**config.mk**
```make
export PLATFORM = sky130hd
export DESIGN_NAME = eulersillator
export DESIGN_NICKNAME = d
export VERILOG_FILES = /design/src/osc_pkg.sv /design/src/coeff_loader.sv /design/src/force_stage.sv /design/src/euler_stage.sv /design/src/trace_plotter.sv /design/src/eulersillator.sv
export SDC_FILE = /design/constraint.sdc
export NUM_CORES = 2
export LEC_CHECK = 0
export BUFFER_PORTS_ARGS = -buffer_cell sky130_fd_sc_hd__buf_2
export CORE_MARGIN = 10
export CORE_UTILIZATION = 58
export CTS_CLUSTER_SIZE = 40
export DETAILED_ROUTE_END_ITERATION = 12
export GPL_ROUTABILITY_DRIVEN = 0
export PLACE_DENSITY = 0.75
export SLEW_MARGIN = 5
export SYNTH_ARGS = -nofsm -noshare
export SYNTH_HDL_FRONTEND = slang
export SYNTH_SLANG_ARGS = --single-unit
```
**constraint.sdc**
```tcl
create_clock -name AnalogClock -period 14.82 [get_ports AnalogClock]
set_input_delay 0.741 -clock AnalogClock [delete_from_list [all_inputs] [get_ports AnalogClock]]
set_output_delay 0.741 -clock AnalogClock [all_outputs]
set_load 0.05 [all_outputs]
```
**src/osc_pkg.sv**
```systemverilog
`default_nettype none

package osc_pkg;

  // s1.16 fixed point
  typedef logic signed [17:0] fx_t;

  typedef struct packed {
    fx_t k1;
    fx_t kmid;
    fx_t k2;
    fx_t g1;   // damping on v1
    fx_t g2;   // damping on v2
  } osc_coeff_t;

  typedef struct packed {
    fx_t x1;
    fx_t v1;
    fx_t x2;
    fx_t v2;
  } osc_state_t;

  // host load word
  typedef struct packed {
    osc_coeff_t coeff;
    osc_state_t init;
  } osc_cfg_t;

  typedef struct packed {
    fx_t a1;
    fx_t a2;
  } osc_accel_t;

  typedef enum logic {
    TRACE_X1 = 1'b0,
    TRACE_X2 = 1'b1
  } trace_e;

  typedef struct packed {
    logic [9:0] col;
    logic [8:0] row;
    trace_e     trace;
  } pix_t;

  // full product, drop 16 fraction bits, keep low 18 (wraps)
  function automatic fx_t fx_mul(input fx_t a, input fx_t b);
    logic signed [35:0] p;
    p = a * b;
    return p[33:16];
  endfunction

endpackage

`default_nettype wire

```
**src/coeff_loader.sv**
```systemverilog
`default_nettype none

module coeff_loader (
  input  wire                  AnalogClock,
  input  wire                  rst,
  input  osc_pkg::osc_cfg_t    cfg,
  input  wire                  cfg_req,
  output logic                 cfg_ack,
  output osc_pkg::osc_coeff_t  coeff,
  output osc_pkg::osc_state_t  init,
  output logic                 load,
  output logic                 running
);

  typedef enum logic [1:0] {
    IDLE,
    ACK,      // load pulse cycle
    WAIT_LOW  // ack held until host drops req
  } ld_state_e;

  ld_state_e         st;
  osc_pkg::osc_cfg_t cfg_q;

  always_ff @(posedge AnalogClock)
  begin
    if (rst)
    begin
      st      <= IDLE;
      running <= 1'b0;
    end
    else
    begin
      case (st)
        IDLE:
        begin
          if (cfg_req)
          begin
            st      <= ACK;
            running <= 1'b1;  // sticky until reset
          end
        end
        ACK:      st <= WAIT_LOW;
        WAIT_LOW:
        begin
          if (!cfg_req)
            st <= IDLE;
        end
        default:  st <= IDLE;
      endcase
    end
  end

  // capture on accept, held until the next load
  always_ff @(posedge AnalogClock)
  begin
    if (st == IDLE && cfg_req)
      cfg_q <= cfg;
  end

  assign load    = (st == ACK);
  assign cfg_ack = (st != IDLE);
  assign coeff   = cfg_q.coeff;
  assign init    = cfg_q.init;

endmodule

`default_nettype wire

```
**src/force_stage.sv**
```systemverilog
`default_nettype none

module force_stage #(
  parameter int TICK_DIV = 32
) (
  input  wire                  AnalogClock,
  input  wire                  rst,
  input  wire                  load,
  input  wire                  running,
  input  osc_pkg::osc_coeff_t  coeff,
  input  osc_pkg::osc_state_t  state,
  output osc_pkg::osc_accel_t  accel,
  output logic                 accel_valid
);

  localparam int CW = (TICK_DIV > 1) ? $clog2(TICK_DIV) : 1;

  logic [CW-1:0]       cnt;
  logic                tick;
  osc_pkg::fx_t        dx;
  osc_pkg::fx_t        f_mid;
  osc_pkg::osc_accel_t acc_d;

  // cnt is 0 in the cycle after load, tick lands at L+TICK_DIV
  always_ff @(posedge AnalogClock)
  begin
    if (rst || load)
      cnt <= '0;
    else if (running)
    begin
      if (cnt == CW'(TICK_DIV - 1))
        cnt <= '0;
      else
        cnt <= cnt + 1'b1;
    end
  end

  assign tick = running && !load && (cnt == CW'(TICK_DIV - 1));

  always_comb
  begin
    dx    = state.x2 - state.x1;
    f_mid = osc_pkg::fx_mul(coeff.kmid, dx);  // coupling spring
    acc_d.a1 = f_mid
             + osc_pkg::fx_mul(coeff.k1, state.x1)
             + osc_pkg::fx_mul(coeff.g1, state.v1);
    acc_d.a2 = -f_mid
             + osc_pkg::fx_mul(coeff.k2, state.x2)
             + osc_pkg::fx_mul(coeff.g2, state.v2);
  end

  always_ff @(posedge AnalogClock)
  begin
    if (tick)
      accel <= acc_d;
  end

  always_ff @(posedge AnalogClock)
  begin
    if (rst)
      accel_valid <= 1'b0;
    else
      accel_valid <= tick;  // tick already masked by load
  end

endmodule

`default_nettype wire

```
**src/euler_stage.sv**
```systemverilog
`default_nettype none

module euler_stage #(
  parameter int DT_SHIFT = 9
) (
  input  wire                  AnalogClock,
  input  wire                  rst,
  input  wire                  load,
  input  osc_pkg::osc_state_t  init,
  input  osc_pkg::osc_accel_t  accel,
  input  wire                  accel_valid,
  output osc_pkg::osc_state_t  state,
  output logic                 state_valid
);

  osc_pkg::osc_state_t nxt;

  // explicit Euler, positions use the old velocities
  always_comb
  begin
    nxt.v1 = state.v1 + (accel.a1 >>> DT_SHIFT);
    nxt.x1 = state.x1 + (state.v1 >>> DT_SHIFT);
    nxt.v2 = state.v2 + (accel.a2 >>> DT_SHIFT);
    nxt.x2 = state.x2 + (state.v2 >>> DT_SHIFT);
  end

  always_ff @(posedge AnalogClock)
  begin
    if (rst)
      state <= '0;
    else if (load)
      state <= init;  // wins over a step in flight
    else if (accel_valid)
      state <= nxt;
  end

  always_ff @(posedge AnalogClock)
  begin
    if (rst)
      state_valid <= 1'b0;
    else
      state_valid <= accel_valid && !load;
  end

endmodule

`default_nettype wire

```
**src/trace_plotter.sv**
```systemverilog
`default_nettype none

module trace_plotter #(
  parameter int SCREEN_W = 640,
  parameter int X1_ROW   = 160,
  parameter int X2_ROW   = 480
) (
  input  wire                  AnalogClock,
  input  wire                  rst,
  input  wire                  load,
  input  osc_pkg::osc_state_t  state,
  input  wire                  state_valid,
  output osc_pkg::pix_t        pix,
  output logic                 pix_we
);

  logic [9:0] col;
  logic       x2_due;  // second beat pending

  // baseline plus sign-extended top five bits
  function automatic logic [8:0] row_of(input int base, input osc_pkg::fx_t x);
    logic [8:0] off;
    off = {{4{x[17]}}, x[17:13]};
    return 9'(base) + off;
  endfunction

  // state stays put until the next step, so beat two reads it directly
  always_ff @(posedge AnalogClock)
  begin
    if (rst || load)
    begin
      col    <= '0;
      x2_due <= 1'b0;
      pix_we <= 1'b0;
    end
    else if (state_valid)
    begin
      pix_we <= 1'b1;
      x2_due <= 1'b1;
    end
    else if (x2_due)
    begin
      pix_we <= 1'b1;
      x2_due <= 1'b0;
      if (col == 10'(SCREEN_W - 1))
        col <= '0;
      else
        col <= col + 1'b1;
    end
    else
      pix_we <= 1'b0;
  end

  always_ff @(posedge AnalogClock)
  begin
    if (state_valid)
    begin
      pix.col   <= col;
      pix.row   <= row_of(X1_ROW, state.x1);
      pix.trace <= osc_pkg::TRACE_X1;
    end
    else if (x2_due)
    begin
      pix.col   <= col;  // old column, it advances on this same edge
      pix.row   <= row_of(X2_ROW, state.x2);
      pix.trace <= osc_pkg::TRACE_X2;
    end
  end

endmodule

`default_nettype wire

```
**src/eulersillator.sv**
```systemverilog
`default_nettype none

module eulersillator #(
  parameter int TICK_DIV = 32,  // at least 4
  parameter int DT_SHIFT = 9,
  parameter int SCREEN_W = 640,
  parameter int X1_ROW   = 160,
  parameter int X2_ROW   = 480
) (
  input  wire                  AnalogClock,
  input  wire                  rst,
  input  osc_pkg::osc_cfg_t    cfg,
  input  wire                  cfg_req,
  output logic                 cfg_ack,
  output osc_pkg::osc_state_t  state,
  output logic                 state_valid,
  output osc_pkg::pix_t        pix,
  output logic                 pix_we
);

  osc_pkg::osc_coeff_t coeff;
  osc_pkg::osc_state_t init;
  osc_pkg::osc_accel_t accel;
  logic                load;
  logic                running;
  logic                accel_valid;

  coeff_loader u_loader (
    .AnalogClock (AnalogClock),
    .rst         (rst),
    .cfg         (cfg),
    .cfg_req     (cfg_req),
    .cfg_ack     (cfg_ack),
    .coeff       (coeff),
    .init        (init),
    .load        (load),
    .running     (running)
  );

  force_stage #(.TICK_DIV(TICK_DIV)) u_force (
    .AnalogClock (AnalogClock),
    .rst         (rst),
    .load        (load),
    .running     (running),
    .coeff       (coeff),
    .state       (state),       // feedback from the integrator
    .accel       (accel),
    .accel_valid (accel_valid)
  );

  euler_stage #(.DT_SHIFT(DT_SHIFT)) u_euler (
    .AnalogClock (AnalogClock),
    .rst         (rst),
    .load        (load),
    .init        (init),
    .accel       (accel),
    .accel_valid (accel_valid),
    .state       (state),
    .state_valid (state_valid)
  );

  trace_plotter #(
    .SCREEN_W (SCREEN_W),
    .X1_ROW   (X1_ROW),
    .X2_ROW   (X2_ROW)
  ) u_plot (
    .AnalogClock (AnalogClock),
    .rst         (rst),
    .load        (load),
    .state       (state),
    .state_valid (state_valid),
    .pix         (pix),
    .pix_we      (pix_we)
  );

endmodule

`default_nettype wire

```
==> metrics.txt <==
Mapped Area approximately 70000 um^2; Inst Count DP 9013; drt first pass iters 8; slowest stage delay, CP 960 ps; ratio of cells with drive above 1 in the final layout 0.0614; WL final 192000 um; CP Class flop to flop; Synth area leader fa_1; wire length on met3 18900 um; number of nets with antenna violations after routing 0; vias in the first global route around 56000; WP data arrival 12170 ps; asr flop ratio synth 0; met2 WL just under 90000 um; setup_tns 0 ps; FILL cells ~10000; Worst-path clk slew 60 ps; Worst setup SP type flop; clock sink count approximately 290; crit path time final 11770 ps; dominant synthesized flop cell edfxtp_1; DRC 0; Post-CTS Setup Inserts 0; Worst-Margin Slew 1240 ps; CTS buffer count 39; highest layer used for signal routing met5; RSZ-0062 raised after global routing false; Horiz. Die Dim between 300 and 400 um; most frequent cells in the layout 1694 x inv_1, 1607 x fa_1, 1056 x nand2_1, 546 x ha_1, 524 x and2_1; pin count of the biggest net entering global routing 67; initial antenna violation count 16; Achievable Freq 0.0849 GHz; Vias/cell between 5 and 6; core area about 120000 um^2; share of the yosys chip area belonging to registers 0.112; post-DP HPWL around 150000 um; top area cells in the synthesized netlist fa_1 46%, ha_1 9.7%, inv_1 9.1%, edfxtp_1 8.5%, nand2_1 5.6%; Final Net Count 9760; CP most frequent cell fa_1; Synth Net Count about 9700; H-Tree Level Count 2; commonest non-fill, non-tap cell in the layout inv_1; Max-slew headroom 0.170; num rows around 130; clk_skew around 53 ps; final worst path period share 0.795; top-area cell type share of the netlist area 0.458; CTS resizes 0; Ys Warns 0; via count between 50000 and 60000; worst-case clock buffer depth 3; die area approximately 140000 um^2; starting density of the core 0.585; GRT Overall Usage 0.290; Syn Area/Cell 9.51 um^2; WP data required between 15000 and 20000 ps; CTS Root Cell clkbuf_16; DR iter-0 viols between 3000 and 4000; Post-synth EDFFs a little under 200; setup violators final 0; Post-Syn Instances about 7400; first-pass GRT wire length 308000 um; path category of the worst min-delay check input pin to flop; wire length per cell roughly 21 um; max-slew violation count 0; port buffer count ~260; CTS tree yes; area delta synth->final 5.92%; cts hold-fix bufs 0; result of the run completed; WHS around 260 ps; critical path peak fanout 22; M1 WL between 70000 and 80000 um; final std cells w/o fill ~9100; Worst-Skew Late Latency approximately 660 ps; distinct cell type count after synthesis 73; max-cap violations 0; grt ovf 0; register area 7850 um^2; final core occ 0.619; height of the die 368 um; io pins 260; Max stage delay cell, worst path dfxtp_1; Critical Path Sink Type flop; Fin. Hold Viols 0; Multi-input gate area approximately 55000 um^2; register bit total from synthesis just under 300
[per-stage QoR]
stage	worst slack (ps)	instance area, um^2
after floorplan	1520	70200
after global placement	3710	73100
after detailed placement	3390	73100
after CTS	3340	74400
after global routing	2450	74400
final	3050	74400
[synthesized netlist by cell type (8+ instances only)]
master        n
mux2i_1      24
a21boi_0     16
o21ai_0     117
inv_1      1695
xnor2_1     166
o211ai_1      9
edfxtp_1    198
and2_1      524
nand3_1      34
ha_1        546
nor4_1        8
clkbuf_1    306
nand4_1      14
or2_2        17
o21a_1       29
nor2b_1      58
dfxtp_1      95
nor2_1      201
and3_1       14
nand2_1    1056
and4_1       11
fa_1       1607
nand2b_1    112
nor3_1       48
buf_1        28
a31oi_1      20
a211oi_1     51
o2111ai_1     8
a21oi_1     157
xor2_1       67
a21o_1       38
or3_1         8
[final timing paths]
| kind | slack [ps] | start | cells past startpoint | end |
|---|---|---|---|---|
| max | 3050 | u_euler.state[56] | 37 | u_force.accel[35] |
| min | 260 | cfg[106] | 1 | u_loader.coeff[34] |
| max reg2reg | 3050 | u_euler.state[56] | 37 | u_force.accel[35] |
| min reg2reg | 470 | u_loader.init[16] | 2 | u_euler.state[16] |
[layer usage]
metal / vias up / track usage
met5: - / 0
met4: 20 / 0.132
met3: 495 / 0.0687
met2: 2263 / 0.461
met1: 26200 / 0.375
li1: 22000 / -
[cells by family (layout without fill, tap and decap cells)]
group,after synthesis,in the layout,share of synthesized area
buffers and inverters,2030,2122,0.109
xor gates and xnor gates,236,236,0.0299
other,0,5,0
adders and majority gates,2153,2153,0.555
muxes,24,24,0.00342
and+or+nand+nor,2131,2131,0.145
DFF,293,293,0.112
AOI/OAI and AO/OA,514,514,0.0463
[layout make-up]
class,instances,area share
antenna,5,0.000168
clock buffer,47,0.0138
clock inverter,25,0.00395
inverter,1695,0.0855
multi-input combinational,5058,0.737
sequential,293,0.106
tap,1612,0.0271
timing repair buffer,355,0.0271
[registers in the layout, indices dropped and copies added, names as in the netlist, 2 cells and up]
name,count
u_euler.state,72
u_force.accel,18
u_force.cnt,5
u_loader.coeff,90
u_loader.init,72
u_loader.st,2
u_plot.col,10
u_plot.pix,19
[worst max-delay path, delay by kind of cell (launching register included)]
kind,cells,cell delay [ps]
compound gates,13,3570
xor+xnor,3,1280
fa+ha+maj,10,4350
buf+inv,5,350
flops,1,960
simple gates,6,1050
Power is not shown: default switching activity piles up to over one toggle a cycle in this logic, so the estimate is an artifact.
